--- src/conv_pkg.sv ---
package conv_pkg;

	localparam int PIXEL_W  = 8;
	localparam int WEIGHT_W = 8;
	// 24 bits covers 49 taps of full-scale products plus bias.
	localparam int ACC_W    = 24;
	localparam int RESULT_W = 16;
	localparam int COORD_W  = 8;
	localparam int ADDR_W   = 10;

	typedef logic signed [PIXEL_W-1:0]  pixel_t;
	typedef logic signed [WEIGHT_W-1:0] weight_t;
	typedef logic signed [ACC_W-1:0]    acc_t;
	typedef logic signed [RESULT_W-1:0] result_t;

	typedef struct packed {
		logic [COORD_W-1:0] row;
		logic [COORD_W-1:0] col;
	} win_tag_t;

	// one bus word per result.
	typedef struct packed {
		logic [COORD_W-1:0] row;
		logic [COORD_W-1:0] col;
		result_t            value;
	} conv_result_t;

	typedef struct packed {
		logic              cyc;
		logic              stb;
		logic              we;
		logic [ADDR_W-1:0] adr;
		logic [31:0]       dat;
	} wb_req_t;

	typedef struct packed {
		logic        ack;
		logic [31:0] dat;
	} wb_rsp_t;

	// byte addresses; the bus carries word addresses.
	localparam logic [ADDR_W+1:0] REG_PIXEL       = 'h00;
	localparam logic [ADDR_W+1:0] REG_CTRL        = 'h04;
	localparam logic [ADDR_W+1:0] REG_STATUS      = 'h08;
	localparam logic [ADDR_W+1:0] REG_RESULT      = 'h0C;
	localparam logic [ADDR_W+1:0] REG_BIAS        = 'h3C;
	localparam logic [ADDR_W+1:0] REG_WEIGHT_BASE = 'h40;

endpackage

--- src/conv_line_buffer.sv ---
module conv_line_buffer import conv_pkg::*; #(
	parameter int IFM_SIZE    = 28,
	parameter int KERNEL_SIZE = 5
) (
	input  logic                                     clk,
	input  logic                                     reset,
	input  logic                                     pixel_push,
	input  pixel_t                                   pixel,
	output pixel_t [KERNEL_SIZE*KERNEL_SIZE-1:0]     window
);

	localparam int DEPTH = (KERNEL_SIZE-1)*IFM_SIZE + KERNEL_SIZE;

	pixel_t sr [DEPTH];

	// sr[0] holds the newest pixel.
	always_ff @(posedge clk or posedge reset)
	begin
		if (reset)
		begin
			for (int i = 0; i < DEPTH; i++)
				sr[i] <= '0;
		end
		else if (pixel_push)
		begin
			sr[0] <= pixel;
			for (int i = 1; i < DEPTH; i++)
				sr[i] <= sr[i-1];
		end
	end

	// tap r*K+c sits r rows and c columns past the window origin, oldest at tap 0.
	for (genvar r = 0; r < KERNEL_SIZE; r++)
	begin : g_row
		for (genvar c = 0; c < KERNEL_SIZE; c++)
		begin : g_col
			assign window[r*KERNEL_SIZE + c] =
				sr[(KERNEL_SIZE-1-r)*IFM_SIZE + (KERNEL_SIZE-1-c)];
		end
	end

	// the bus slave must hold off pushes until reset is released.
	a_no_push_in_reset: assert property (
		@(posedge clk) reset |-> !pixel_push
	);

	a_pixel_known: assert property (
		@(posedge clk) disable iff (reset) pixel_push |-> !$isunknown(pixel)
	);

endmodule

--- config.mk ---
export PLATFORM = sky130hd
export DESIGN_NAME = conv_line_buffer
export DESIGN_NICKNAME = d
export VERILOG_FILES = /design/src/conv_pkg.sv /design/src/conv_line_buffer.sv
export SDC_FILE = /design/constraint.sdc
export NUM_CORES = 1
export LEC_CHECK = 0
export BUFFER_PORTS_ARGS = -buffer_cell sky130_fd_sc_hd__buf_2
export CORE_MARGIN = 8
export CORE_UTILIZATION = 45
export DETAILED_ROUTE_END_ITERATION = 7
export PLACE_DENSITY = 0.76
export SLEW_MARGIN = 20
export SYNTH_ARGS = -nofsm -noshare
export SYNTH_HDL_FRONTEND = slang
export SYNTH_SLANG_ARGS = --single-unit
--- constraint.sdc ---
create_clock -name clk -period 29.5 [get_ports clk]
set_input_delay 4.425 -clock clk [delete_from_list [all_inputs] [get_ports clk]]
set_output_delay 4.425 -clock clk [all_outputs]
set_load 0.02 [all_outputs]
==> flow_summary.yaml <==
cts:
  clock_sinks: 936
  holdBufCountCts: 0
  cts_tree: "yes"
  cts_buffers: 94
  cts_setup_buffers: 0
  cts-root-buf: "clkbuf_16"
  cts_max_level: 3
  cts_buffer_depth: 3
  post_cts_resize_count: 0
  clock_latency_ns: 0.64
  cts.clk_slew.worst_paths_ns: 0.06
floorplanning:
  core_um2: 80300
  die_w_um: 300
  fp.dieH_um: 300
  dieArea_um2: 90200
  ios: 211
  rows: 104
  initial_core_util: 0.453
logic_synthesis:
  yosys_register_bits: 936
  syn_area_um2: 36400
  synth-adder-area-share: 0
  synth_compound_area_frac: 0
  synth_cells: 2177
  synth.area.mux_share: 0.294
  yosys_warnings: 0
  yosys.area_share.simple: 0
  synth_nets: 2188
  yosysUniqueCellTypes: 7
  synth-xor-area-share: 0
  ys_seq_area_frac: 0.644
  syn_area_per_cell_um2: 16.7
  synth_top_family_by_area: "multiplexers"
finish:
  final_common_cell: "dfrtp_1"
  final_cell_mix: "dfrtp_1, mux2_2, buf_2"
  drive_above_1_share: 0.581
  diodes: 0
  nets: 2211
  area_growth_pct: 9.91
  utilization: 0.498
grt:
  antenna_found_initial: 0
  use_met3: 0.0349
  grt_max_degree: 206
  overflow: 0
  track_usage: 0.124
  top_usage_layer: "met2"
  grt_use_met2: 0.206
  grt_pass1_wl_mm: 94.2
  grt_pass1_vias: 17958
  met1_usage: 0.156
pwr:
  power_density_nw_per_um2: 74.2
  swShare: 0.230
  seq_power_share: 0.505
  internal_power_w: 0.00228
  peakVddDrop_mv: 0.0607
  p_comb_frac: 0.086
  p_leak_nw: 20.5
  switching_power_w: 0.000684
  p_clk_frac: 0.409
setup_path:
  critPathCaptureType: "flip-flop"
  critPathLaunchType: "input pin"
  arrival_ns: 8.40
  cp_data_required_time_ns: 30.02
  cp_max_fo: 205
  crit_type: "in2reg"
hold_path:
  min_path_type: "reg2reg"
sta:
  setup_violations: 0
  tns_ns: 0
  finalCriticalPeriod_ns: 7.88
  layout_setup_ws_ns: 21.62
  skew_ns: 0.0337
  maxSlewViolCount: 0
  rsz0062_at_grt: "false"
  relSlewSlack: 0.259
  max_freq_ghz: 0.127
  hold_violations: 0
  worst_pin_slew_ns: 1.11
  fin_crit_sh: 0.267
place:
  pre_cts_slack_ns: 21.02
  globalplace.congestion: 0.753
  place_hpwl_mm: 34.4
  port_buffers: 210
routing:
  drtIter0Drc: 739
  drc: 0
  vias_per_cell: 4.90
  vias: 16322
  wl_per_cell_um: 16.7
  ant_nets: 0
  routed_wl_mm: 55.7
  dr.pass1.iters: 4
job:
  drv_cap: 0
status:
  status: "finished, final reports clean"
[registers in the layout, indices dropped and copies added (netlist names)]
register	cells
window	200
sr	736
[power by group through the flow]
stage | Sequential (W) | Clock [W] | Combinational [W]
floorplan | 0.00150 | 0 | 0.000242
global route | 0.00152 | 0.00130 | 0.000281
CTS | 0.00150 | 0.00125 | 0.000262
finish | 0.00150 | 0.00121 | 0.000256
detailed placement | 0.00152 | 0 | 0.000259
global placement | 0.00151 | 0 | 0.000247
[cell type report]
cell class | count | area (µm²)
fillers | 6452 | 40300
flip-flops and latches | 936 | 23400
clock buffers | 138 | 2810
inverters | 1 | 7.51
well taps | 1060 | 1330
repair buffers | 231 | 1280
clock inverters | 30 | 443
multi-input cells | 936 | 10700
[critical path, stage by stage]
cell	delay, ns
buf_8	0.59
buf_12	0.78
buf_12	0.81
buf_4	0.96
mux2_2	0.43
[synthesized netlist by cell type]
master	n	area, µm²
dfrtp_1	936	23400
mux2_2	896	10100
buf_4	280	2100
mux2_4	40	601
buf_2	18	90.1
buf_6	6	67.6
inv_1	1	3.75
[kinds of logic after synthesis]
kind of cell,count (synthesis)
buf+inv,305
flops,936
mux,936
[per-layer routing]
layer | routed length (µm) | up-vias | share of wire
met1 | 23600 | 8555 | 0.42
met5 | 0 | - | 0
met4 | 1180 | 0 | 0.021
met3 | 2930 | 86 | 0.053
li1 | - | 7451 | -
met2 | 28000 | 230 | 0.50
[stage by stage]
stage | area [µm²] | total power, W | hold slack [ns] | instances
after floorplan | 36400 | 0.00174 | 0.475 | 2177
after global placement | 36700 | 0.00176 | 0.483 | 3162
after detailed placement | 36700 | 0.00178 | 0.487 | 3162
after CTS | 39900 | 0.00301 | 0.474 | 3330
after global routing | 40000 | 0.00310 | 0.501 | 3332
final | 40000 | 0.00297 | 0.478 | 3332
[path summary, 6_finish.rpt]
path	startpoint	to	slack [ns]	depth (start not counted)
setup / recovery	pixel_push	window[10]$_DFFE_PP0P_	21.62	5
hold / removal	sr[135]$_DFFE_PP0P_	sr[127]$_DFFE_PP0P_	0.48	1
setup reg to reg	window[99]$_DFFE_PP0P_	window[91]$_DFFE_PP0P_	28.58	1
hold reg to reg	sr[135]$_DFFE_PP0P_	sr[127]$_DFFE_PP0P_	0.48	1
max in group asynchronous	reset	window[13]$_DFFE_PP0P_	22.60	6
min in group asynchronous	reset	window[64]$_DFFE_PP0P_	3.73	2
No activity file was read; power rests on OpenSTA's default activity.
