==> src/conv_pkg.sv <==
package conv_pkg;

	localparam int PIXEL_W  = 8;
	localparam int WEIGHT_W = 8;
	// 24 bits covers 49 taps of full-scale products plus bias.
	localparam int ACC_W    = 24;
	localparam int RESULT_W = 16;
	localparam int COORD_W  = 8;
	localparam int ADDR_W   = 10;

	typedef logic signed [PIXEL_W-1:0]  pixel_t;
	typedef logic signed [WEIGHT_W-1:0] weight_t;
	typedef logic signed [ACC_W-1:0]    acc_t;
	typedef logic signed [RESULT_W-1:0] result_t;

	typedef struct packed {
		logic [COORD_W-1:0] row;
		logic [COORD_W-1:0] col;
	} win_tag_t;

	// one bus word per result.
	typedef struct packed {
		logic [COORD_W-1:0] row;
		logic [COORD_W-1:0] col;
		result_t            value;
	} conv_result_t;

	typedef struct packed {
		logic              cyc;
		logic              stb;
		logic              we;
		logic [ADDR_W-1:0] adr;
		logic [31:0]       dat;
	} wb_req_t;

	typedef struct packed {
		logic        ack;
		logic [31:0] dat;
	} wb_rsp_t;

	// byte addresses; the bus carries word addresses.
	localparam logic [ADDR_W+1:0] REG_PIXEL       = 'h00;
	localparam logic [ADDR_W+1:0] REG_CTRL        = 'h04;
	localparam logic [ADDR_W+1:0] REG_STATUS      = 'h08;
	localparam logic [ADDR_W+1:0] REG_RESULT      = 'h0C;
	localparam logic [ADDR_W+1:0] REG_BIAS        = 'h3C;
	localparam logic [ADDR_W+1:0] REG_WEIGHT_BASE = 'h40;

endpackage

==> src/conv_wb_regs.sv <==
module conv_wb_regs import conv_pkg::*; #(
	parameter int KERNEL_SIZE = 5,
	parameter int FIFO_DEPTH  = 16
) (
	input  logic                                          clk,
	input  logic                                          reset,
	input  wb_req_t                                       wb_req,
	output wb_rsp_t                                       wb_rsp,
	output logic                                          pixel_push,
	output pixel_t                                        pixel,
	output logic                                          frame_start,
	output logic                                          relu_en,
	output logic                                          weight_we,
	output logic [$clog2(KERNEL_SIZE*KERNEL_SIZE)-1:0]    weight_idx,
	output weight_t                                       weight_wdata,
	output logic                                          bias_we,
	output result_t                                       bias_wdata,
	input  weight_t [KERNEL_SIZE*KERNEL_SIZE-1:0]         weights,
	input  result_t                                       bias,
	input  logic                                          frame_done,
	input  logic [$clog2(FIFO_DEPTH+1)-1:0]               fifo_count,
	input  logic [$clog2(FIFO_DEPTH+1)-1:0]               free_slots,
	input  conv_result_t                                  fifo_head,
	output logic                                          fifo_pop
);

	localparam int NTAPS = KERNEL_SIZE*KERNEL_SIZE;
	localparam int IDX_W = $clog2(NTAPS);
	// cycles from a pixel push until its result is counted by the FIFO.
	localparam int LATENCY = 4;

	logic [ADDR_W+1:0]  byte_adr;
	logic [ADDR_W-1:0]  adr_off;
	logic               hit_weight;
	logic               is_pixel_wr;
	logic               pix_room;
	logic               ack_q;
	logic               wr_strobe;
	logic               rd_strobe;
	logic [LATENCY-1:0] push_pipe;
	logic [31:0]        rd_data;

	assign byte_adr    = {wb_req.adr, 2'b00};
	assign adr_off     = wb_req.adr - ADDR_W'(REG_WEIGHT_BASE >> 2);
	assign hit_weight  = (byte_adr >= REG_WEIGHT_BASE) && (int'(adr_off) < NTAPS);
	assign is_pixel_wr = wb_req.we && (byte_adr == REG_PIXEL);

	// every push in the pipe may still land a result, so count them all.
	assign pix_room = (int'(free_slots) - $countones(push_pipe)) >= 1;

	always_ff @(posedge clk or posedge reset)
	begin
		if (reset)
		begin
			ack_q     <= 1'b0;
			push_pipe <= '0;
			relu_en   <= 1'b0;
		end
		else
		begin
			ack_q     <= wb_req.cyc && wb_req.stb && !ack_q && (!is_pixel_wr || pix_room);
			push_pipe <= {push_pipe[LATENCY-2:0], pixel_push};
			if (wr_strobe && byte_adr == REG_CTRL)
				relu_en <= wb_req.dat[1];
		end
	end

	// register writes and pops take effect in the ack cycle.
	assign wr_strobe = ack_q && wb_req.we;
	assign rd_strobe = ack_q && !wb_req.we;

	assign pixel_push   = wr_strobe && (byte_adr == REG_PIXEL);
	assign pixel        = wb_req.dat[PIXEL_W-1:0];
	assign frame_start  = wr_strobe && (byte_adr == REG_CTRL) && wb_req.dat[0];
	assign weight_we    = wr_strobe && hit_weight;
	assign weight_idx   = adr_off[IDX_W-1:0];
	assign weight_wdata = wb_req.dat[WEIGHT_W-1:0];
	assign bias_we      = wr_strobe && (byte_adr == REG_BIAS);
	assign bias_wdata   = wb_req.dat[RESULT_W-1:0];
	assign fifo_pop     = rd_strobe && (byte_adr == REG_RESULT) && (fifo_count != '0);

	always_comb
	begin
		rd_data = '0;
		case (byte_adr)
			REG_CTRL:
				rd_data = {30'b0, relu_en, 1'b0};
			REG_STATUS:
				rd_data = {23'b0, frame_done, 8'(fifo_count)};
			REG_RESULT:
				rd_data = (fifo_count != '0) ? fifo_head : '0;
			REG_BIAS:
				rd_data = 32'(bias);
			default:
			begin
				if (hit_weight)
					rd_data = 32'(weights[weight_idx]);
			end
		endcase
	end

	assign wb_rsp.ack = ack_q;
	assign wb_rsp.dat = rd_data;

	// classic bus: the master keeps the cycle open until it sees ack.
	a_ack_in_cycle: assert property (
		@(posedge clk) disable iff (reset) wb_rsp.ack |-> (wb_req.cyc && wb_req.stb)
	);

endmodule

==> config.mk <==
export PLATFORM = sky130hd
export DESIGN_NAME = conv_wb_regs
export DESIGN_NICKNAME = d
export VERILOG_FILES = /design/src/conv_pkg.sv /design/src/conv_wb_regs.sv
export SDC_FILE = /design/constraint.sdc
export NUM_CORES = 1
export LEC_CHECK = 0
export BUFFER_PORTS_ARGS = -buffer_cell sky130_fd_sc_hd__buf_4
export CAP_MARGIN = 10
export CELL_PAD_IN_SITES_DETAIL_PLACEMENT = 1
export CELL_PAD_IN_SITES_GLOBAL_PLACEMENT = 1
export CORE_AREA = 2 2 148 150
export CTS_CLUSTER_SIZE = 10
export DETAILED_ROUTE_END_ITERATION = 6
export DIE_AREA = 0 0 150 152
export GPL_TIMING_DRIVEN = 0
export PLACE_DENSITY_LB_ADDON = 0.1
export SLEW_MARGIN = 20
export SYNTH_ARGS = -nofsm -noshare
export SYNTH_HDL_FRONTEND = slang
export SYNTH_SLANG_ARGS = --single-unit
==> constraint.sdc <==
create_clock -name clk -period 3.4 [get_ports clk]
set_input_delay 0.34 -clock clk [delete_from_list [all_inputs] [get_ports clk]]
set_output_delay 0.34 -clock clk [all_outputs]
set_load 0.03 [all_outputs]
==> flow_summary.yaml <==
clock_tree:
  cts_buffers: 3
  postCtsHoldBufs: 0
  cts_setup_buffers: 0
  cts_num_sinks: 6
  clk_latency_ps: 230
  cts-htree-levels: 1
  cts_tree: "built"
  path_clk_slew_ps: 30
  cts_resized: 0
  cts_max_path_buffers: 2
  root_buffer: "clkbuf_16"
layout:
  final_cell_mix: "389 x buf_4, 41 x mux4_2, 36 x nand2_1"
  final_nets: 989
  antenna_cells: 0
  fill_cells: 2583
  post_route_cells_drive_above_1_share_pct: 69.09
  area_growth_pct: 103.9
  final_common_cell: "buf_4"
pwr:
  p_leak_nw: 3.016
  power_switching_uw: 299.9
  seqPwrFrac_pct: 8.0
  peakVddDrop_v: 0.00008144
  power.share.clock_pct: 21.0
  internal_power_uw: 617.8
  p_per_area_nw_per_um2: 152.7
  combPwrFrac_pct: 71.0
  netSwitchingFraction_pct: 32.68
placed_design:
  port-buffer-count: 347
  dp_hpwl_um: 17110
  gp_congestion: 0.7864
logic_synthesis:
  synthDistinctLibCells: 45
  yosys-top-cells-area: "mux4_2 31%, buf_4 11%, a22oi_1 7.6%"
  ys_seq_elements: 6
  syn-cell-area_sq_um: 2948
  yosysTopAreaCellShare_pct: 31.32
  synthMuxAreaShare_pct: 37.86
  synth_xor_area_share_pct: 0.2971
  yosys.area_share.simple_pct: 16.85
  synthesis.nets: 637
  synth-edff-count: 0
  ys_async_sr_fraction_pct: 100.0
  synth_compound_area_share_pct: 17.78
  synth_fa_ha_area_share_pct: 5.008
  yosysTopAreaCell: "mux4_2"
  syn_avg_cell_area_sq_um: 9.126
  synth_ff_type: "dfrtp_1"
  synth_top_family_by_area: "multiplexers"
  syn_inst: 323
  seq_area_frac_synth_pct: 5.093
  ys_warn_count: 0
floorplan:
  dieArea_sq_um: 22800
  num_rows: 54
  fp.dieW_um: 150
  core_area_sq_um: 21350
  die_y_um: 152
  io_pins: 382
  initial_core_util_pct: 13.81
run:
  cap_violations: 0
setup_path:
  startpoint_type: "flop"
  path_class: "reg -> reg"
  path_max_fanout: 2
  r2r_slack_ps: 150
  critPathSlowestCell: "fa_2"
  max_stage_delay_ps: 550
  cp-end-kind: "flop"
  arrival_ps: 3360
  path_cells: "fa_1, fa_2, fa_1, fa_2, nand3_1, maj3_2, nor4b_4, nor3_1"
  cp_data_required_time_ps: 3510
routing:
  drt_iter0_drc: 78
  drc: 0
  drt_wl_total_um: 19070
  wire_per_inst_um: 20.01
  ant_nets: 0
  vias_per_cell: 4.334
  firstDrtPassIters: 5
  vias: 4130
timing:
  hold_viol_final: 0
  final-setup-viol-count: 0
  skew_ps: 0.1707
  rsz0062_at_grt: "no"
  tightestPinTransition_ps: 872.3
  min_period_ps: 3251
  clock.fmax_ghz: 0.3076
  relSlewSlack_pct: 41.40
  tns_ps: 0
  post-route-period-util_pct: 95.62
  slew_viol_final: 0
  whs_ps: 33.98
grt:
  grt_pass1_vias: 4837
  antenna_found_initial: 0
  gr-total-overflow: 0
  grt_max_degree: 11
  grt_pass1_wl_um: 27660
  track_usage_pct: 15.87
hold_path:
  worstHoldPathType: "in -> async"
status:
  status: "finished clean"
-- cell usage after synthesis, types with 2 or more instances --
cell and count:
ha_1 3, buf_4 42, fa_1 5, nor2_1 7
inv_1 9, o211ai_1 2, nor3_1 3, o21ai_0 10
nand2_1 36, a221oi_1 5, and2_1 7, mux4_1 2
nor2b_1 4, dfrtp_1 6, a31oi_1 2, o311ai_0 3
buf_6 5, and3_1 9, nor4b_1 2, mux2_2 8
clkbuf_1 13, and4_1 2, nand3_1 10, mux4_2 41
buf_2 9, mux2i_1 5, a21oi_1 23, a22oi_1 30
nand3b_1 4
-- metrics by stage --
step	worst slack (ps)	instance area [sq um]	utilization (%)	power, mW	instances
3_3_place_gp	147.0	5903	27.65	0.7222	950
6_report	148.8	6011	28.15	0.9177	953
3_5_place_dp	48.47	5903	27.65	0.7318	950
2_1_floorplan	253.7	2948	-	0.3767	323
4_1_cts	44.69	5978	28.00	0.9293	953
5_1_grt	1.022	6011	28.15	0.9757	953
-- sequential cells by signal, indices dropped and copies added, names as in the netlist --
name	count
ack_q	1
push_pipe	4
relu_en	1
-- power groups by stage --
stage	Clock [mW]	Sequential, mW	Combinational [mW]
floorplan	0	0.0741	0.303
global placement	0	0.0742	0.648
detailed placement	0	0.0743	0.657
CTS	0.197	0.0735	0.658
global route	0.203	0.0736	0.699
finish	0.193	0.0735	0.652
-- area by class of cell --
| cell class | instances | area [sq um] | area share (%) |
|---|---|---|---|
| Timing Repair Buffer | 347 | 2605 | 43.34 |
| Multi-Input combinational cell | 238 | 2326 | 38.70 |
| Buffer | 70 | 470.5 | 7.827 |
| Tap cell | 280 | 350.3 | 5.828 |
| Sequential cell | 6 | 150.1 | 2.498 |
| Clock buffer | 3 | 75.07 | 1.249 |
| Inverter | 9 | 33.78 | 0.5620 |
-- worst paths after layout --
check | startpoint | to | cells after the start
min reg2reg | push_pipe[2]$_DFF_PP0_ | push_pipe[3]$_DFF_PP0_ | 0
min in group clk | wb_req[1] | relu_en$_DFFE_PP0P_ | 2
min | reset | ack_q$_DFF_PP0_ | 2
max in group asynchronous | reset | relu_en$_DFFE_PP0P_ | 2
max | push_pipe[1]$_DFF_PP0_ | ack_q$_DFF_PP0_ | 8
max reg2reg | push_pipe[1]$_DFF_PP0_ | ack_q$_DFF_PP0_ | 8
-- worst max-delay path: cells and delay by family, from the launching register on --
family        cells  cell delay [ps]
fa+ha+maj         5             2300
flops             1              390
simple gates      3              430
-- logic make-up after synthesis --
logic type      after synthesis
xor+xnor                      1
mux                          56
compound gates               79
flops                         6
buf+inv                      79
fa+ha+maj                     9
simple gates                 93
-- layer usage --
layer  vias up  global-route usage (%)  routed length [um]
met5         -                       0                   0
met4         0                   1.033                  54
met3         7                   4.024                1683
met2       214                   33.01               10860
met1      1983                   16.04                6472
li1       1926                       -                   -
No activity file was read; power rests on OpenSTA's default activity.
