File: src/conv_pkg.sv
package conv_pkg;

	localparam int PIXEL_W  = 8;
	localparam int WEIGHT_W = 8;
	// 24 bits covers 49 taps of full-scale products plus bias.
	localparam int ACC_W    = 24;
	localparam int RESULT_W = 16;
	localparam int COORD_W  = 8;
	localparam int ADDR_W   = 10;

	typedef logic signed [PIXEL_W-1:0]  pixel_t;
	typedef logic signed [WEIGHT_W-1:0] weight_t;
	typedef logic signed [ACC_W-1:0]    acc_t;
	typedef logic signed [RESULT_W-1:0] result_t;

	typedef struct packed {
		logic [COORD_W-1:0] row;
		logic [COORD_W-1:0] col;
	} win_tag_t;

	// one bus word per result.
	typedef struct packed {
		logic [COORD_W-1:0] row;
		logic [COORD_W-1:0] col;
		result_t            value;
	} conv_result_t;

	typedef struct packed {
		logic              cyc;
		logic              stb;
		logic              we;
		logic [ADDR_W-1:0] adr;
		logic [31:0]       dat;
	} wb_req_t;

	typedef struct packed {
		logic        ack;
		logic [31:0] dat;
	} wb_rsp_t;

	// byte addresses; the bus carries word addresses.
	localparam logic [ADDR_W+1:0] REG_PIXEL       = 'h00;
	localparam logic [ADDR_W+1:0] REG_CTRL        = 'h04;
	localparam logic [ADDR_W+1:0] REG_STATUS      = 'h08;
	localparam logic [ADDR_W+1:0] REG_RESULT      = 'h0C;
	localparam logic [ADDR_W+1:0] REG_BIAS        = 'h3C;
	localparam logic [ADDR_W+1:0] REG_WEIGHT_BASE = 'h40;

endpackage

File: src/conv_window_ctrl.sv
module conv_window_ctrl import conv_pkg::*; #(
	parameter int IFM_SIZE    = 28,
	parameter int KERNEL_SIZE = 5
) (
	input  logic     clk,
	input  logic     reset,
	input  logic     frame_start,
	input  logic     pixel_push,
	output logic     win_valid,
	output win_tag_t win_tag,
	output logic     frame_done
);

	localparam logic [COORD_W-1:0] LAST     = COORD_W'(IFM_SIZE - 1);
	localparam logic [COORD_W-1:0] EDGE_OFF = COORD_W'(KERNEL_SIZE - 1);

	// position of the pixel currently being pushed.
	logic [COORD_W-1:0] row;
	logic [COORD_W-1:0] col;

	always_ff @(posedge clk or posedge reset)
	begin
		if (reset)
		begin
			row        <= '0;
			col        <= '0;
			frame_done <= 1'b0;
		end
		else if (frame_start)
		begin
			row        <= '0;
			col        <= '0;
			frame_done <= 1'b0;
		end
		else if (pixel_push)
		begin
			if (col == LAST)
			begin
				col <= '0;
				row <= (row == LAST) ? '0 : row + 1'b1;
			end
			else
			begin
				col <= col + 1'b1;
			end
			if (row == LAST && col == LAST)
				frame_done <= 1'b1;
		end
	end

	// a window completes once the bottom-right tap arrives.
	assign win_valid   = pixel_push && (row >= EDGE_OFF) && (col >= EDGE_OFF);
	assign win_tag.row = row - EDGE_OFF;
	assign win_tag.col = col - EDGE_OFF;

endmodule

File: config.mk
export PLATFORM = sky130hd
export DESIGN_NAME = conv_window_ctrl
export DESIGN_NICKNAME = d
export VERILOG_FILES = /design/src/conv_pkg.sv /design/src/conv_window_ctrl.sv
export SDC_FILE = /design/constraint.sdc
export NUM_CORES = 1
export LEC_CHECK = 0
export BUFFER_PORTS_ARGS = -buffer_cell sky130_fd_sc_hd__buf_4
export CAP_MARGIN = 20
export CORE_UTILIZATION = 55
export DETAILED_ROUTE_END_ITERATION = 8
export MAX_ROUTING_LAYER = met4
export PLACE_DENSITY = 0.88
export SLEW_MARGIN = 20
export SYNTH_ARGS = -nofsm -noshare
export SYNTH_HDL_FRONTEND = slang
export SYNTH_SLANG_ARGS = --single-unit
File: constraint.sdc
create_clock -name clk -period 2.05 [get_ports clk]
set_clock_uncertainty 0.05 [all_clocks]
set_input_delay 0.41 -clock clk [delete_from_list [all_inputs] [get_ports clk]]
set_output_delay 0.41 -clock clk [all_outputs]
set_load 0.05 [all_outputs]
==> results of run 1 <==
registers in the layout, indices dropped and copies added, names as in the netlist:
signal	cells
col	8
row	8
frame_done	1
kinds of logic after synthesis:
logic type,after synthesis,share of synthesized area [%]
flip-flops,17,33.73
AND/OR/NAND/NOR,51,20.83
XOR/XNOR,12,8.333
buffers and inverters,24,10.02
multiplexers,2,1.686
adder cells (fa/ha/maj),12,11.90
AO/OA/AOI/OAI,26,13.49
cells in the final DEF (no fill, tap or decap), types with 5 or more instances in the layout:
cell	instances
buf_4	36
nand3_1	5
nor2_1	10
inv_1	10
ha_1	7
nand2_1	12
or3_1	5
a21oi_1	9
dfrtp_1	14
stage by stage:
step	area (sq um)	instances	util, %	power, mW
after floorplan	1369	144	-	0.4001
after global placement	1554	191	75.36	0.4181
after detailed placement	1554	191	75.36	0.4203
after CTS	1697	201	82.28	0.6168
after global routing	1732	202	83.98	0.6417
final	1732	202	83.98	0.6187
final timing paths:
path,to,slack [ns],cells after the start
worst max-delay path,win_valid,-0.07,5
worst min-delay path,row[1],0.12,2
worst max register to register,row[7],0.08,6
worst min register to register,frame_done,0.48,1
max in group asynchronous,col[2],1.39,2
min in group clk,row[1],0.33,2
power breakdown:
part	leakage, nW	internal, mW	total, mW	switching (mW)
combinational	0.485	0.0275	0.0798	0.0523
sequential	0.231	0.338	0.340	0.00188
clock	0.0139	0.0745	0.199	0.124
per-layer routing:
metal / up-vias / part of all wire, % / GRT usage [%]
met5: - / 0 / -
met1: 567 / 40 / 34.19
li1: 556 / - / -
met4: 0 / 2.6 / 10.00
met2: 55 / 53 / 52.25
met3: 10 / 4.9 / 3.704
area by class of cell:
class,instances,area share (%)
multi-input cells,103,51.37
flip-flops and latches,17,24.78
repair buffers,38,16.91
inverters,13,3.251
well taps,27,1.951
clock buffers,3,1.301
clock inverters,1,0.4335
repair_timing:
item	in CTS	in global routing
pin swaps	4	1
buffers inserted	6	1
endpoints found under the setup margin	3	6
resized for setup	14	5
==> flow_summary.yaml, run 1 <==
clocking:
  clock_path_buffers: 2
  clock_latency_ns: 0.31
  clockRootBuffer: "clkbuf_4"
  cts_max_level: 1
  cts_tree: "done"
  clk_pin_slew_ns: 0.12
  cts_buffers: 3
  cts_hold_repair.buffers: 0
  cts_sinks: 17
setup_path:
  path_buf_inv: 2
  startpoint_type: "register"
  critPathTopFamily: "flip-flops"
  cp_max_fo: 3
  critPathMaxStageDelay_ns: 0.47
  cp.arrival_ns: 1.66
  worstPathCellList: "ha_4 -> a2111oi_4 -> buf_4 -> nor3_4 -> buf_6"
  worstSetupStartpoint: "row[2]"
  cp.required_ns: 1.59
  path_class: "register to output pin"
  rr_startpoint: "col[2]"
  slowest_stage: "dfrtp_2"
  crit_path_end_kind: "output pin"
yosys:
  synth_cell_types: 37
  yosys_warnings: 0
  synthCells: 144
  synth_seq_cells: 17
  yosysTopAreaCell: "dfrtp_1"
  synthTopCellsByArea: "dfrtp_1 34%, ha_1 12%, xor2_1 4.9%"
  avgSynthCellArea_sq_um: 8.758
  synthesis.area_sq_mm: 0.001261
  synth_nets: 160
  yosysSeqAreaShare_pct: 33.73
  synth.top_cell.area_share_pct: 33.73
  synth_edf_count: 0
  synth-async-reset-ratio_pct: 100.0
  synth_commonest_cells: "17 x dfrtp_1, 14 x nand2_1, 13 x inv_1"
  yosys_most_used_dff: "dfrtp_1"
  synth_most_common_cell: "dfrtp_1"
place:
  portBuffers: 21
  routabilityCongestion: 0.8080
  preCtsSetupSlack_ns: -0.1078
  dp_hpwl_mm: 2.188
sta:
  max_freq_mhz: 471.4
  holdWs_ns: 0.1170
  slew_headroom_pct: 58.60
  setup_viol: 4
  period_share_pct: 103.5
  report.final.slew_viol_count: 0
  period_needed_ns: 2.121
  setup_ws_ns: -0.07131
  tightest_slew_ns: 0.6203
  tns_ns: -0.1750
  finalHoldViolCount: 0
  rsz0062_at_grt: "yes"
global_route:
  grt_use_total_pct: 29.51
  antenna_found_initial: 0
  grt_pass1_vias: 1183
  grt_start_max_net_pins: 18
  grt_pass1_wl_mm: 5.306
  grt.overflow.total: 0
detailed_routing:
  vias: 1188
  wl_per_cell_um: 16.86
  antenna_left: 0
  first_pass_iters: 4
  routed_wirelength_mm: 3.406
  viasPerCell: 5.881
  drtIter0Drc: 50
  drc: 0
min_path:
  hp-class: "input pin to asynchronous set/reset pin"
finish:
  regArea_sq_um: 429.2
  fin_nets: 192
  syn_to_final_growth_pct: 37.30
  antennaDiodeCount: 0
  fillers: 121
  drive_gt1_share_pct: 41.71
  multiInputGateArea_sq_um: 889.6
pwr:
  leakagePower_nw: 0.7297
  ir_drop_v: 0.0005469
  p_per_area_mw_per_mm2: 357.3
floorplan:
  start_util_pct: 61.17
  row_count: 16
  core_sq_mm: 0.002062
  die_x_um: 49.89
  io_pins: 22
  die_area_sq_mm: 0.002489
  die_h_um: 49.89
flow_run:
  cap_violations: 0
status:
  failed_checks: "negative setup slack"
  status: "complete, but fails checks"
(Power assumes the default switching activity.)
==> run 2, diff against run 1 <==
--- a/config.mk
+++ b/config.mk
@@ -5,9 +5,10 @@
 export SDC_FILE = /design/constraint.sdc
 export NUM_CORES = 1
 export LEC_CHECK = 0
+export ABC_AREA = 1
 export BUFFER_PORTS_ARGS = -buffer_cell sky130_fd_sc_hd__buf_4
 export CAP_MARGIN = 20
-export CORE_UTILIZATION = 55
+export CORE_UTILIZATION = 56
 export DETAILED_ROUTE_END_ITERATION = 8
 export MAX_ROUTING_LAYER = met4
 export PLACE_DENSITY = 0.88
==> run 2 against run 1 <==
The flow now finishes without violations. Die area up 5.2%. Register-to-register slack about the same. Clock-buffer cell count unchanged. Largest cell class unchanged. Routed wire length up 4.3%. Power up 1.1%. Design area up 5.6%. Synthesized area up 7.3%. Global-route usage up 0.99 points. First-iteration DRC count down 18%. Critical path depth unchanged.
==> flow_summary.yaml, run 2 <==
status:
  status: "complete, no violations"
place:
  portBuffers: 21
  placed_area_sq_mm: 0.001609
  preCtsSetupSlack_ns: 0.1541
  dp_hpwl_mm: 2.343
  routabilityCongestion: 0.8397
finish:
  syn_to_final_growth_pct: 35.12
  final_area_sq_mm: 0.001829
  reg_top3: "col (8), row (8), frame_done (1)"
  drive_gt1_share_pct: 36.84
  final_cell_mix: "29 x nand2_1, 29 x buf_4, 21 x inv_1"
  antennaDiodeCount: 0
  fin_nets: 226
detailed_routing:
  first_pass_iters: 4
  wl_per_cell_um: 14.99
  viasPerCell: 5.557
  antenna_left: 0
  drtIter0Drc: 41
  routed_wirelength_mm: 3.553
  drc: 0
  vias: 1317
floorplan:
  die_h_um: 51.17
  start_util_pct: 60.04
  die_area_sq_mm: 0.002618
  io_pins: 22
  core_sq_mm: 0.002255
  row_count: 17
  die_x_um: 51.17
setup_path:
  rrSetupSlack_ns: 0.09
  worstPathCellList: "inv_1 -> nand3_2 -> nor3_4 -> xor2_2 -> buf_6"
  critPathMaxStageDelay_ns: 0.40
  cp.arrival_ns: 1.58
  path_class: "register to output pin"
  crit_path_end_kind: "output pin"
  cp_max_fo: 4
  cp.required_ns: 1.59
  slowest_stage: "dfrtp_1"
  path_buf_inv: 2
  critPathTopFamily: "flip-flops"
  startpoint_type: "register"
global_route:
  grt_pass1_wl_mm: 5.733
  grt.overflow.total: 0
  grt_use_total_pct: 30.51
  grt_pass1_vias: 1296
  grt_start_max_net_pins: 18
  antenna_found_initial: 0
yosys:
  synth.top_cell.area_share_pct: 31.42
  synth_cell_types: 24
  synth_seq_cells: 17
  yosys_most_used_dff: "dfrtp_1"
  synth_commonest_cells: "31 x nand2_1, 27 x inv_1, 17 x dfrtp_1, 17 x nand3_1, 16 x nor2_1"
  synth_nets: 192
  synth-async-reset-ratio_pct: 100.0
  synth_edf_count: 0
  synth_most_common_cell: "nand2_1"
  synthesis.area_sq_mm: 0.001354
  synthTopCellsByArea: "dfrtp_1 31%, ha_1 11%, nand2_1 8.6%"
  yosys_warnings: 0
  avgSynthCellArea_sq_um: 7.692
  yosysTopAreaCell: "dfrtp_1"
  synthCells: 176
  yosysSeqAreaShare_pct: 31.42
sta:
  holdWs_ns: 0.1479
  finalHoldViolCount: 0
  max_freq_mhz: 489.8
  setup_ws_ns: 0.008247
  period_needed_ns: 2.042
  setup_viol: 0
  slew_headroom_pct: 55.42
  rsz0062_at_grt: "yes"
  tightest_slew_ns: 0.6680
  report.final.slew_viol_count: 0
  period_share_pct: 99.60
pwr:
  ir_drop_v: 0.0003877
  power.total_mw: 0.6255
  p_per_area_mw_per_mm2: 341.9
  leakagePower_nw: 0.9047
clocking:
  clockRootBuffer: "clkbuf_4"
  clk_pin_slew_ns: 0.11
  cts_hold_repair.buffers: 0
  cts_tree: "done"
  cts_buffers: 3
  clock_path_buffers: 2
  cts_max_level: 1
  clock_latency_ns: 0.30
  cts_sinks: 17
flow_run:
  cap_violations: 0
min_path:
  hp-class: "input pin to asynchronous set/reset pin"
## run 2: cell count changes after synthesis, sizes merged, moves of 10 or more
cell | previous run | this run
nand3 | 5 | 17
nand2 | 14 | 34
nor2 | 10 | 20
inv | 13 | 29
## run 2: cells by family after synthesis
family | share of synthesized area (%)
simple gates | 29.58
compound gates | 6.562
flops | 31.42
buf+inv | 12.29
fa+ha+maj | 11.09
xor+xnor | 9.057
## run 2: through the flow
step,TNS [ns],utilization (%),cells
finish,0,81.13,237
global route,-0.08503,81.13,237
CTS,0,77.14,233
detailed placement,0,71.37,223
global placement,0,71.37,223
floorplan,-0.8381,-,176
## run 2: layout make-up
class                      count  area, sq um
fill                         133        425.4
tap                           28        35.03
timing repair buffer          36        296.5
sequential                    17        426.7
clock inverter                 1        5.005
clock buffer                   3        22.52
inverter                      29        112.6
multi-input combinational    123        930.9
## run 2: repair_timing
| item | 4_1_cts | 5_1_grt |
|---|---|---|
| pin swaps | 2 | 5 |
| setup buffers | 6 | 4 |
| gates resized for setup | 15 | 14 |
| setup endpoints to repair | 5 | 5 |
## run 2: metal layers
layer / vias to the layer above / share of wire (%) / GRT usage [%]
met2: 57 / 48 / 47.59
met1: 633 / 45 / 40.68
li1: 615 / - / -
met5: - / 0 / -
met4: 0 / 1.8 / 10.65
met3: 12 / 5.7 / 4.167
## run 2: final timing paths
check / cells past startpoint / startpoint / to
max in group asynchronous: 2 / reset / col[2]
setup reg to reg: 11 / col[2] / row[3]
hold / removal: 2 / reset / col[3]
hold reg to reg: 2 / frame_done / frame_done
min in group clk: 2 / frame_start / frame_done
setup / recovery: 5 / row[4] / win_tag[15]
## run 2: report_power, final
group | internal (mW) | leakage, nW | switching, mW | total, mW
registers | 0.339 | 0.234 | 0.00444 | 0.343
logic | 0.0294 | 0.653 | 0.0638 | 0.0932
clock network | 0.0727 | 0.0177 | 0.116 | 0.189
total | 0.441 | 0.905 | 0.185 | 0.625
