File: src/conv_pkg.sv
package conv_pkg;

	localparam int PIXEL_W  = 8;
	localparam int WEIGHT_W = 8;
	// 24 bits covers 49 taps of full-scale products plus bias.
	localparam int ACC_W    = 24;
	localparam int RESULT_W = 16;
	localparam int COORD_W  = 8;
	localparam int ADDR_W   = 10;

	typedef logic signed [PIXEL_W-1:0]  pixel_t;
	typedef logic signed [WEIGHT_W-1:0] weight_t;
	typedef logic signed [ACC_W-1:0]    acc_t;
	typedef logic signed [RESULT_W-1:0] result_t;

	typedef struct packed {
		logic [COORD_W-1:0] row;
		logic [COORD_W-1:0] col;
	} win_tag_t;

	// one bus word per result.
	typedef struct packed {
		logic [COORD_W-1:0] row;
		logic [COORD_W-1:0] col;
		result_t            value;
	} conv_result_t;

	typedef struct packed {
		logic              cyc;
		logic              stb;
		logic              we;
		logic [ADDR_W-1:0] adr;
		logic [31:0]       dat;
	} wb_req_t;

	typedef struct packed {
		logic        ack;
		logic [31:0] dat;
	} wb_rsp_t;

	// byte addresses; the bus carries word addresses.
	localparam logic [ADDR_W+1:0] REG_PIXEL       = 'h00;
	localparam logic [ADDR_W+1:0] REG_CTRL        = 'h04;
	localparam logic [ADDR_W+1:0] REG_STATUS      = 'h08;
	localparam logic [ADDR_W+1:0] REG_RESULT      = 'h0C;
	localparam logic [ADDR_W+1:0] REG_BIAS        = 'h3C;
	localparam logic [ADDR_W+1:0] REG_WEIGHT_BASE = 'h40;

endpackage

File: src/conv_weight_bank.sv
module conv_weight_bank import conv_pkg::*; #(
	parameter int KERNEL_SIZE = 5
) (
	input  logic                                          clk,
	input  logic                                          reset,
	input  logic                                          weight_we,
	input  logic [$clog2(KERNEL_SIZE*KERNEL_SIZE)-1:0]    weight_idx,
	input  weight_t                                       weight_wdata,
	input  logic                                          bias_we,
	input  result_t                                       bias_wdata,
	output weight_t [KERNEL_SIZE*KERNEL_SIZE-1:0]         weights,
	output result_t                                       bias
);

	localparam int NTAPS = KERNEL_SIZE*KERNEL_SIZE;

	always_ff @(posedge clk or posedge reset)
	begin
		if (reset)
		begin
			weights <= '0;
			bias    <= '0;
		end
		else
		begin
			// indexes past the last tap are ignored.
			if (weight_we && int'(weight_idx) < NTAPS)
				weights[weight_idx] <= weight_wdata;
			if (bias_we)
				bias <= bias_wdata;
		end
	end

endmodule

File: config.mk
export PLATFORM = sky130hd
export DESIGN_NAME = conv_weight_bank
export DESIGN_NICKNAME = d
export VERILOG_FILES = /design/src/conv_pkg.sv /design/src/conv_weight_bank.sv
export SDC_FILE = /design/constraint.sdc
export NUM_CORES = 1
export LEC_CHECK = 0
export ABC_CLOCK_PERIOD_IN_PS = 20200
export BUFFER_PORTS_ARGS = -buffer_cell sky130_fd_sc_hd__buf_4
export CORE_ASPECT_RATIO = 0.5
export CORE_UTILIZATION = 55
export DETAILED_ROUTE_END_ITERATION = 8
export GPL_TIMING_DRIVEN = 0
export PLACE_DENSITY = 0.92
export SYNTH_ARGS = -nofsm -noshare
export SYNTH_HDL_FRONTEND = slang
export SYNTH_SLANG_ARGS = --single-unit
File: constraint.sdc
create_clock -name clk -period 20.2 [get_ports clk]
set_input_delay 2.02 -clock clk [delete_from_list [all_inputs] [get_ports clk]]
set_output_delay 2.02 -clock clk [all_outputs]
set_load 0.01 [all_outputs]
==> results of run 1 <==
## state kept, by name, summed over array words and instances, names as in the netlist
register,cells
bias,16
weights,200
## cell type report
class | count | area, sq um
clock inverters | 5 | 78.8
inverters | 1 | 11.3
multi-input cells | 254 | 2690
well taps | 198 | 248
fillers | 911 | 3550
clock buffers | 26 | 552
plain buffers | 26 | 105
flip-flops and latches | 216 | 5410
repair buffers | 246 | 1870
## kinds of logic after synthesis
| family | after synthesis |
|---|---|
| AND/OR/NAND/NOR | 38 |
| buffers and inverters | 27 |
| flip-flops | 216 |
| multiplexers | 216 |
## stage by stage
stage / instance area [sq um] / hold WS, ns / worst slack, ns
5_1_grt: 11000 / 0.516 / 17.01
6_report: 11000 / 0.488 / 17.02
4_1_cts: 11000 / 0.491 / 17.09
3_3_place_gp: 10300 / 0.476 / 10.37
2_1_floorplan: 8210 / 0.529 / 12.27
3_5_place_dp: 10300 / 0.476 / 16.59
## per-layer routing
layer	up-vias	track usage, %	routed length, microns
li1	2295	-	-
met1	2784	34.2	8430
met2	170	44.7	10200
met3	54	5.54	1080
met4	0	9.96	766
met5	-	0	0
## where the power goes
group	total, uW	switching, uW	internal [uW]
logic	287	125	162
clock network	370	154	216
registers	560	45.8	514
total	1220	325	892
## worst paths after layout
kind,start,end,slack (ns),cells past startpoint
max reg2reg,weights[41]$_DFFE_PP0P_,weights[41]$_DFFE_PP0P_,19.40,1
min reg2reg,weights[48]$_DFFE_PP0P_,weights[48]$_DFFE_PP0P_,0.49,1
max,weight_idx[4],weights[52]$_DFFE_PP0P_,17.02,5
min in group asynchronous,reset,weights[15]$_DFFE_PP0P_,1.64,2
min,weights[48]$_DFFE_PP0P_,weights[48]$_DFFE_PP0P_,0.49,1
max in group asynchronous,reset,weights[90]$_DFFE_PP0P_,17.50,3
## layout by cell type, fill, tap and decap left out, types with 3 or more instances in the layout
cell type / Yosys / final
nand4b_1: 3 / 3
mux2_2: 214 / 214
nand2_1: 13 / 13
nor2_2: 6 / 6
buf_2: 6 / 6
clkbuf_1: 19 / 21
dfrtp_1: 216 / 216
nor2b_1: 5 / 5
buf_4: 0 / 245
clkbuf_16: 0 / 19
clkbuf_8: 0 / 5
## worst max-delay path, delay by kind of cell
| family | cells | cell delay [ns] |
|---|---|---|
| AND/OR/NAND/NOR | 2 | 0.76 |
| buffers and inverters | 2 | 0.38 |
| multiplexers | 1 | 0.37 |
==> impl_metrics.json, run 1 <==
{
  "outcome": "finished clean",
  "grt_max_degree": 130,
  "fin_crit_ns": 3.18,
  "grt_pass1_wl_microns": 30800,
  "synth-edff-count": 0,
  "endpoint_kind": "flip-flop",
  "port_buffers": 245,
  "synthFlopType": "dfrtp_1",
  "synth.area.mux_share_pct": 29.6,
  "dp.cells": 941,
  "drive_gt1_share_pct": 65.6,
  "design.final.nets": 797,
  "start_util_pct": 56.6,
  "p_per_area_mw_per_mm2": 111,
  "synth-compound-area-share_pct": 0,
  "finalSetupViolCount": 0,
  "synth_top_area_share_pct": 65.9,
  "clkSlewWorstSetupHoldPaths_ns": 0.07,
  "area_growth_syn_to_layout_pct": 33.5,
  "cp_slowest_stage_delay_ns": 0.57,
  "relSlewSlack_pct": 53.5,
  "final_hold_viol_count": 0,
  "ys_warn_count": 0,
  "crit_slowest_cell": "nor4b_2",
  "cts_resized": 0,
  "async_flop_share_pct": 100,
  "startpoint_type": "primary input",
  "drc": 0,
  "die_w_microns": 175,
  "vias": 5303,
  "post-route-period-util_pct": 15.7,
  "tns_ns": 0,
  "drv_cap": 0,
  "arrival_ns": 3.54,
  "postCtsSetupBuffers": 0,
  "power.total_uw": 1220,
  "cts.sinks": 216,
  "path_cells": "buf_4 -> nor4b_2 -> nor2b_1 -> buf_2 -> mux2_2",
  "numCtsBuffers": 19,
  "postLayoutCoreUtil_pct": 75.6,
  "ys_seq_area_share_pct": 65.9,
  "gp_congestion": 0.791,
  "synth_xor_area_share_pct": 0,
  "first_pass_iters": 4,
  "grt_overflow": 0,
  "tritoncts": "done",
  "dieArea_sq_mm": 0.0154,
  "final-instance-count-excl-fill": 972,
  "synth-simple-area-share_pct": 3.19,
  "worstSkewPairLatency_ns": 0.48,
  "wl_per_cell_microns": 21.0,
  "worstSetupPathType": "primary input to flip-flop",
  "antenna_found_initial": 0,
  "synth_top_family_by_area": "multiplexers",
  "synth_common_cells": "dfrtp_1 (216), mux2_2 (214), clkbuf_1 (19)",
  "postSynthCellCount": 497,
  "num_io_pins": 249,
  "rows": 31,
  "drt_iter0_drc": 283,
  "p_leak_uw": 0.00544,
  "yosysUniqueCellTypes": 19,
  "coreArea_sq_mm": 0.0145,
  "tightest_slew_ns": 0.698,
  "htree_levels": 1,
  "crit_required_ns": 20.56,
  "rsz0062_at_grt": "false",
  "track_usage_pct": 26.3,
  "hold_path.class": "flip-flop to flip-flop",
  "syn_nets": 530,
  "routed_wl_microns": 20500,
  "finalClockSkew_ns": 0,
  "drv_slew": 0,
  "vias_per_cell": 5.46,
  "synthAdderAreaFrac_pct": 0,
  "synth_area_leader_cell": "dfrtp_1",
  "dpl.hpwl_microns": 13900,
  "fmax_mhz": 315,
  "clockRootBuffer": "clkbuf_16",
  "grt_pass1_vias": 5377,
  "die_h_microns": 88.4,
  "num_antenna_cells": 0,
  "clockBufferDepth": 3,
  "cts_hold_buffers": 0,
  "antenna_left": 0,
  "synth_area_sq_mm": 0.00821,
  "synth_area_leaders": "dfrtp_1 (66%), mux2_2 (29%), clkbuf_1 (0.87%)",
  "syn_area_per_cell_sq_um": 16.5,
  "cp_max_fo": 8,
  "vdd_drop_max_v": 0.0000752,
  "ys_seq_elements": 216,
  "synth_most_common_cell": "dfrtp_1"
}
Power figures use the tool's default switching activity.
==> run 2: changes to the inputs <==
--- a/config.mk
+++ b/config.mk
@@ -5,13 +5,14 @@
 export SDC_FILE = /design/constraint.sdc
 export NUM_CORES = 1
 export LEC_CHECK = 0
-export ABC_CLOCK_PERIOD_IN_PS = 20200
+export ABC_AREA = 1
+export ABC_CLOCK_PERIOD_IN_PS = 2600
 export BUFFER_PORTS_ARGS = -buffer_cell sky130_fd_sc_hd__buf_4
 export CORE_ASPECT_RATIO = 0.5
-export CORE_UTILIZATION = 55
+export CORE_UTILIZATION = 47
 export DETAILED_ROUTE_END_ITERATION = 8
 export GPL_TIMING_DRIVEN = 0
-export PLACE_DENSITY = 0.92
+export PLACE_DENSITY = 0.83
 export SYNTH_ARGS = -nofsm -noshare
 export SYNTH_HDL_FRONTEND = slang
 export SYNTH_SLANG_ARGS = --single-unit
==> constraint.sdc (replaced) <==
create_clock -name clk -period 2.6 [get_ports clk]
set_input_delay 0.26 -clock clk [delete_from_list [all_inputs] [get_ports clk]]
set_output_delay 0.26 -clock clk [all_outputs]
set_load 0.01 [all_outputs]
==> run 2 against run 1 <==
Against the previous run: global-route usage rose by 2.4 points; sequential power rose to 7.7 times the previous value; die area rose by 27%; non-clock buffer count rose by 54; via count rose by 59%; critical endpoint is now weights[127]$_DFFE_PP0P_; register-to-register slack got worse by 18 ns; clock-buffer cell count rose by 1; cell count rose by 55%; worst setup slack got worse by 16 ns; first-iteration DRC count rose by 120%; largest cell class unchanged; worst hold slack got worse by 0.48 ns.
==> impl_metrics.json, run 2 <==
{
  "vias_per_cell": 5.61,
  "p_per_area_mw_per_mm2": 801,
  "final_common_cell": "nand2_1",
  "postCtsSetupBuffers": 0,
  "routed_wl_microns": 28400,
  "num_io_pins": 249,
  "rows": 35,
  "final_hold_viol_count": 0,
  "start_util_pct": 48.3,
  "die_h_microns": 99.6,
  "synth-edff-count": 0,
  "dpl_cell_area_sq_mm": 0.0112,
  "synth_area_sq_mm": 0.00895,
  "finalClockSkew_ns": 0,
  "synth_most_common_cell": "nand2_1",
  "synth_area_leaders": "dfrtp_1 (60%), nand2_1 (16%), nand4_1 (12%)",
  "grt_overflow": 0,
  "crit_required_ns": 3.03,
  "hold_ws_ns": 0.00921,
  "syn_area_per_cell_sq_um": 9.47,
  "top_regs": "weights x200, bias x16",
  "drive_gt1_share_pct": 29.2,
  "largest_register_ffs": 200,
  "synthFlopType": "dfrtp_1",
  "async_flop_share_pct": 100,
  "syn_nets": 978,
  "fin_crit_ns": 1.35,
  "postSynthCellCount": 945,
  "startpoint_type": "primary input",
  "vdd_drop_max_v": 0.000466,
  "ys_seq_elements": 216,
  "yosysUniqueCellTypes": 18,
  "crit_top_cell": "buf_2",
  "clockRootBuffer": "clkbuf_16",
  "grt_pass1_vias": 8090,
  "coreArea_sq_mm": 0.0185,
  "tns_ns": 0,
  "antenna_found_initial": 0,
  "numCtsBuffers": 21,
  "fmax_mhz": 742,
  "track_usage_pct": 28.7,
  "fillers": 1469,
  "drt_iter0_drc": 626,
  "drc": 0,
  "port_buffers": 245,
  "ys_warn_count": 0,
  "finalSetupViolCount": 0,
  "post-route-period-util_pct": 51.9,
  "tritoncts": "done",
  "worstSkewPairLatency_ns": 0.49,
  "relSlewSlack_pct": 43.3,
  "dieArea_sq_mm": 0.0196,
  "synth_area_leader_cell": "dfrtp_1",
  "finalWorstSetupSlack_ns": 1.25,
  "cts.sinks": 216,
  "wl_per_cell_microns": 18.9,
  "drv_slew": 0,
  "mostFrequentLayoutCells": "nand2_1 (375), buf_4 (263), dfrtp_1 (216), nand4_1 (168), clkbuf_1 (37)",
  "outcome": "finished clean",
  "post-place-ws_ns": 0.796,
  "synth_common_cells": "nand2_1 (375), dfrtp_1 (216), nand4_1 (168)",
  "endpoint_kind": "flip-flop",
  "clkSlewWorstSetupHoldPaths_ns": 0.06,
  "worstSetupPathType": "primary input to flip-flop",
  "crit_buf_inv": 4,
  "synth_top_area_share_pct": 60.4,
  "regMostFlops": "weights",
  "grt_max_degree": 45,
  "hold_path.class": "primary input to flip-flop",
  "design.final.nets": 1263,
  "gp_congestion": 0.920,
  "drv_cap": 0,
  "grt_pass1_wl_microns": 43800,
  "cp_slowest_stage_delay_ns": 0.55,
  "num_antenna_cells": 0,
  "vias": 8437,
  "tightest_slew_ns": 0.851,
  "crit_family": "buffers and inverters",
  "htree_levels": 1,
  "die_w_microns": 197,
  "arrival_ns": 1.78,
  "clockBufferDepth": 3,
  "p_leak_uw": 0.00640,
  "crit_slowest_cell": "clkbuf_1",
  "path_cells": "buf_4 -> buf_2 -> buf_2 -> clkbuf_1 -> nand4_1 -> nand2_1",
  "dpl.hpwl_microns": 19900,
  "postLayoutCoreUtil_pct": 65.1,
  "area_growth_syn_to_layout_pct": 34.7,
  "ys_seq_area_share_pct": 60.4,
  "first_pass_iters": 5,
  "cp_max_fo": 10,
  "fin_area_sq_mm": 0.0121,
  "rsz0062_at_grt": "false",
  "antenna_left": 0
}
run 2: cell types whose count changed in the layout (fill, tap and decap cells not counted), sizes merged, moves of 16 or more:
cell and delta:
buf +25, o21ai +32, inv +16, clkbuf +18
nand2 +366, mux2 -200, nand4 +168, nand3 +27
run 2: layer usage:
layer	vias up	share of wire (%)	wire length, microns	global-route usage [%]
li1	3781	-	-	-
met1	4171	41	11700	38.9
met2	410	47	13400	46.5
met3	75	8.2	2320	5.73
met4	0	3.6	1010	10.3
met5	-	0	0	0
run 2: layout make-up:
cell class                 instances  area [sq um]  share of cell area (%)
clock inverter                    10           139                    1.15
multi-input combinational        645          3150                    26.1
inverter                          20          78.8                   0.654
tap                              259           324                    2.69
timing repair buffer             262          2060                    17.1
sequential                       216          5410                    44.8
clock buffer                      27           578                    4.80
buffer                            64           323                    2.68
run 2: power by group:
part           internal [uW]  leakage, uW  total, uW  switching, uW
Clock                   1880     0.000351       3190           1310
Combinational           1010      0.00324       2170           1160
Sequential              3930      0.00281       4300            367
run 2: stage by stage:
step,power (uW),std cells
after detailed placement,6490,1454
after global routing,10100,1503
after floorplan,5200,945
after CTS,9680,1502
final,9660,1503
after global placement,6390,1449
run 2: worst paths after layout:
kind / startpoint / end / slack, ns / depth (start not counted)
max in group asynchronous: reset / weights[36]$_DFFE_PP0P_ / 1.58 / 5
worst min-delay path: bias_wdata[9] / bias[9]$_DFFE_PP0P_ / 0.009 / 2
worst max-delay path: weight_we / weights[127]$_DFFE_PP0P_ / 1.25 / 6
min in group asynchronous: reset / weights[157]$_DFFE_PP0P_ / 0.23 / 3
worst max register to register: bias[10]$_DFFE_PP0P_ / bias[10]$_DFFE_PP0P_ / 1.82 / 1
worst min register to register: weights[164]$_DFFE_PP0P_ / weights[164]$_DFFE_PP0P_ / 0.47 / 2
run 2: logic make-up after synthesis:
family                 synth area share (%)
buffers and inverters                  4.45
DFF                                    60.4
muxes                                  2.01
AOI/OAI and AO/OA                      1.79
and+or+nand+nor                        31.4
run 2: repair_timing:
| action | 4_1_cts | 5_1_grt |
|---|---|---|
| gates resized for setup | 0 | 0 |
| endpoints found under the hold margin | 94 | 1 |
| setup endpoints to repair | 0 | 0 |
| hold buffers | 11 | 1 |
==> run 3: changes to the inputs <==
--- a/config.mk
+++ b/config.mk
@@ -5,11 +5,11 @@
 export SDC_FILE = /design/constraint.sdc
 export NUM_CORES = 1
 export LEC_CHECK = 0
-export ABC_AREA = 1
-export ABC_CLOCK_PERIOD_IN_PS = 2600
+export ABC_AREA = 0
+export ABC_CLOCK_PERIOD_IN_PS = 1110
 export BUFFER_PORTS_ARGS = -buffer_cell sky130_fd_sc_hd__buf_4
 export CORE_ASPECT_RATIO = 0.5
-export CORE_UTILIZATION = 47
+export CORE_UTILIZATION = 46
 export DETAILED_ROUTE_END_ITERATION = 8
 export GPL_TIMING_DRIVEN = 0
 export PLACE_DENSITY = 0.83
==> constraint.sdc (replaced) <==
create_clock -name clk -period 1.11 [get_ports clk]
set_input_delay 0.111 -clock clk [delete_from_list [all_inputs] [get_ports clk]]
set_output_delay 0.111 -clock clk [all_outputs]
set_load 0.01 [all_outputs]
==> run 3 against run 2 <==
Against the previous run: the run now ends with negative hold slack, negative setup slack left; design area up 14%; clock skew is the same; sequential power rose by 150%; sequential share of layout area shrank 5.7 points.
==> impl_metrics.json, run 3 (synthesized netlist as in run 1, its figures left out) <==
{
  "crit_required_ns": 1.00,
  "final_hold_viol_count": 85,
  "tightest_slew_ns": 0.863,
  "cts.sinks": 216,
  "first_pass_iters": 5,
  "wl_per_cell_microns": 24.8,
  "die_h_microns": 96.5,
  "vdd_drop_max_v": 0.00119,
  "endpoint_kind": "output port",
  "drc": 0,
  "vias_per_cell": 5.41,
  "numCtsBuffers": 20,
  "tritoncts": "done",
  "cp_max_fo": 2,
  "rows": 34,
  "startpoint_type": "flip-flop",
  "cp_slowest_stage_delay_ns": 0.43,
  "cts_hold_buffers": 25,
  "drv_cap": 0,
  "p_per_area_mw_per_mm2": 1910,
  "area_growth_syn_to_layout_pct": 68.1,
  "mostFrequentLayoutCells": "buf_6 (218), dfrtp_1 (216), buf_4 (172), mux2_2 (122), mux2_4 (94)",
  "routed_wl_microns": 29300,
  "design.final.nets": 969,
  "vias": 6404,
  "crit_slowest_cell": "dfrtp_1",
  "grt_max_degree": 46,
  "num_antenna_cells": 0,
  "dieArea_sq_mm": 0.0184,
  "fin_crit_ns": 1.20,
  "drt_iter0_drc": 308,
  "clockRootBuffer": "clkbuf_16",
  "top_regs": "weights x200, bias x16",
  "path_cells": "buf_6",
  "grt_pass1_wl_microns": 39300,
  "port_buffers": 245,
  "outcome": "complete, but fails checks",
  "start_util_pct": 47.2,
  "clockBufferDepth": 3,
  "gp_congestion": 0.764,
  "coreArea_sq_mm": 0.0174,
  "p_leak_uw": 0.00689,
  "drive_gt1_share_pct": 71.0,
  "clkSlewWorstSetupHoldPaths_ns": 0.07,
  "worstSkewPairLatency_ns": 0.50,
  "hold_path.class": "primary input to asynchronous set/reset pin",
  "crit_family": "flip-flops",
  "grt_overflow": 0,
  "fmax_mhz": 833,
  "largest_register_ffs": 200,
  "regToRegSetupSlack_ns": 0.02,
  "dpl.hpwl_microns": 14900,
  "grt_pass1_vias": 6567,
  "finalWorstSetupSlack_ns": -0.0898,
  "drv_slew": 0,
  "num_io_pins": 249,
  "rsz0062_at_grt": "true",
  "final_common_cell": "buf_6",
  "antenna_left": 0,
  "antenna_found_initial": 0,
  "relSlewSlack_pct": 42.5,
  "finalClockSkew_ns": 0,
  "worstSetupPathType": "flip-flop to output port",
  "track_usage_pct": 28.8,
  "die_w_microns": 191,
  "regMostFlops": "weights",
  "htree_levels": 1,
  "tns_ns": -6.81,
  "final-instance-count-excl-fill": 1183,
  "dp.cells": 981,
  "hold_ws_ns": -0.263,
  "failed_checks": "negative hold slack, negative setup slack",
  "finalSetupViolCount": 222,
  "arrival_ns": 1.09,
  "post-route-period-util_pct": 108,
  "crit_buf_inv": 1
}
-- run 3: changes by cell type in the layout (fill, tap and decap cells not counted), moves of 19 or more --
cell     delta
nand2_1   -372
mux2_4     +94
nor2_2     -19
mux2_2    +106
buf_6     +218
buf_4      -91
nand4_1   -168
nand3_1    -19
o21ai_0    -32
-- run 3: worst register-to-register path, stage by stage (launching register included) --
cell and delay (ns):
dfrtp_1 0.42, buf_4 0.15, buf_4 0.13, mux2_4 0.28
-- run 3: repair_timing --
item | in CTS | in global routing
endpoints found under the setup margin | 265 | 278
pin swaps | 4 | 0
endpoints found under the hold margin | 75 | 85
gates resized for setup | 216 | 6
buffers inserted | 86 | 56
-- run 3: worst paths after layout --
| check | cells past startpoint | to | from |
|---|---|---|---|
| max in group asynchronous | 6 | weights[109]$_DFFE_PP0P_ | reset |
| min | 3 | weights[11]$_DFFE_PP0P_ | reset |
| min reg2reg | 1 | weights[96]$_DFFE_PP0P_ | weights[96]$_DFFE_PP0P_ |
| max | 1 | weights[198] | weights[198]$_DFFE_PP0P_ |
| max reg2reg | 3 | weights[159]$_DFFE_PP0P_ | weights[159]$_DFFE_PP0P_ |
| min in group clk | 3 | weights[79]$_DFFE_PP0P_ | weight_idx[2] |
-- run 3: layer usage --
layer	wire, microns	track usage (%)
met1	11500	36.0
met2	14400	48.8
met3	1810	6.43
met5	0	0
met4	1640	12.9
-- run 3: cell type report --
class / count / area [sq um]
repair buffers: 417 / 4090
multi-input cells: 254 / 3170
well taps: 234 / 293
flip-flops and latches: 216 / 5410
clock buffers: 31 / 613
plain buffers: 26 / 146
inverters: 1 / 7.51
fillers: 853 / 3600
clock inverters: 4 / 72.6
-- run 3: report_power, final --
part           internal (uW)  total (uW)  switching, uW
clock network           4270        7350           3080
registers               9360       10600           1250
logic                   5400        8410           3010
-- run 3: stage by stage --
stage | instance area, sq um | util (%) | total power, uW | setup WS (ns)
floorplan | 8720 | - | 12900 | -1.81
global placement | 10900 | 62.4 | 15800 | -2.93
detailed placement | 11000 | 63.0 | 16000 | -0.752
CTS | 13400 | 76.9 | 25300 | -0.0466
global route | 13800 | 79.3 | 27200 | -0.101
finish | 13800 | 79.3 | 26400 | -0.0898
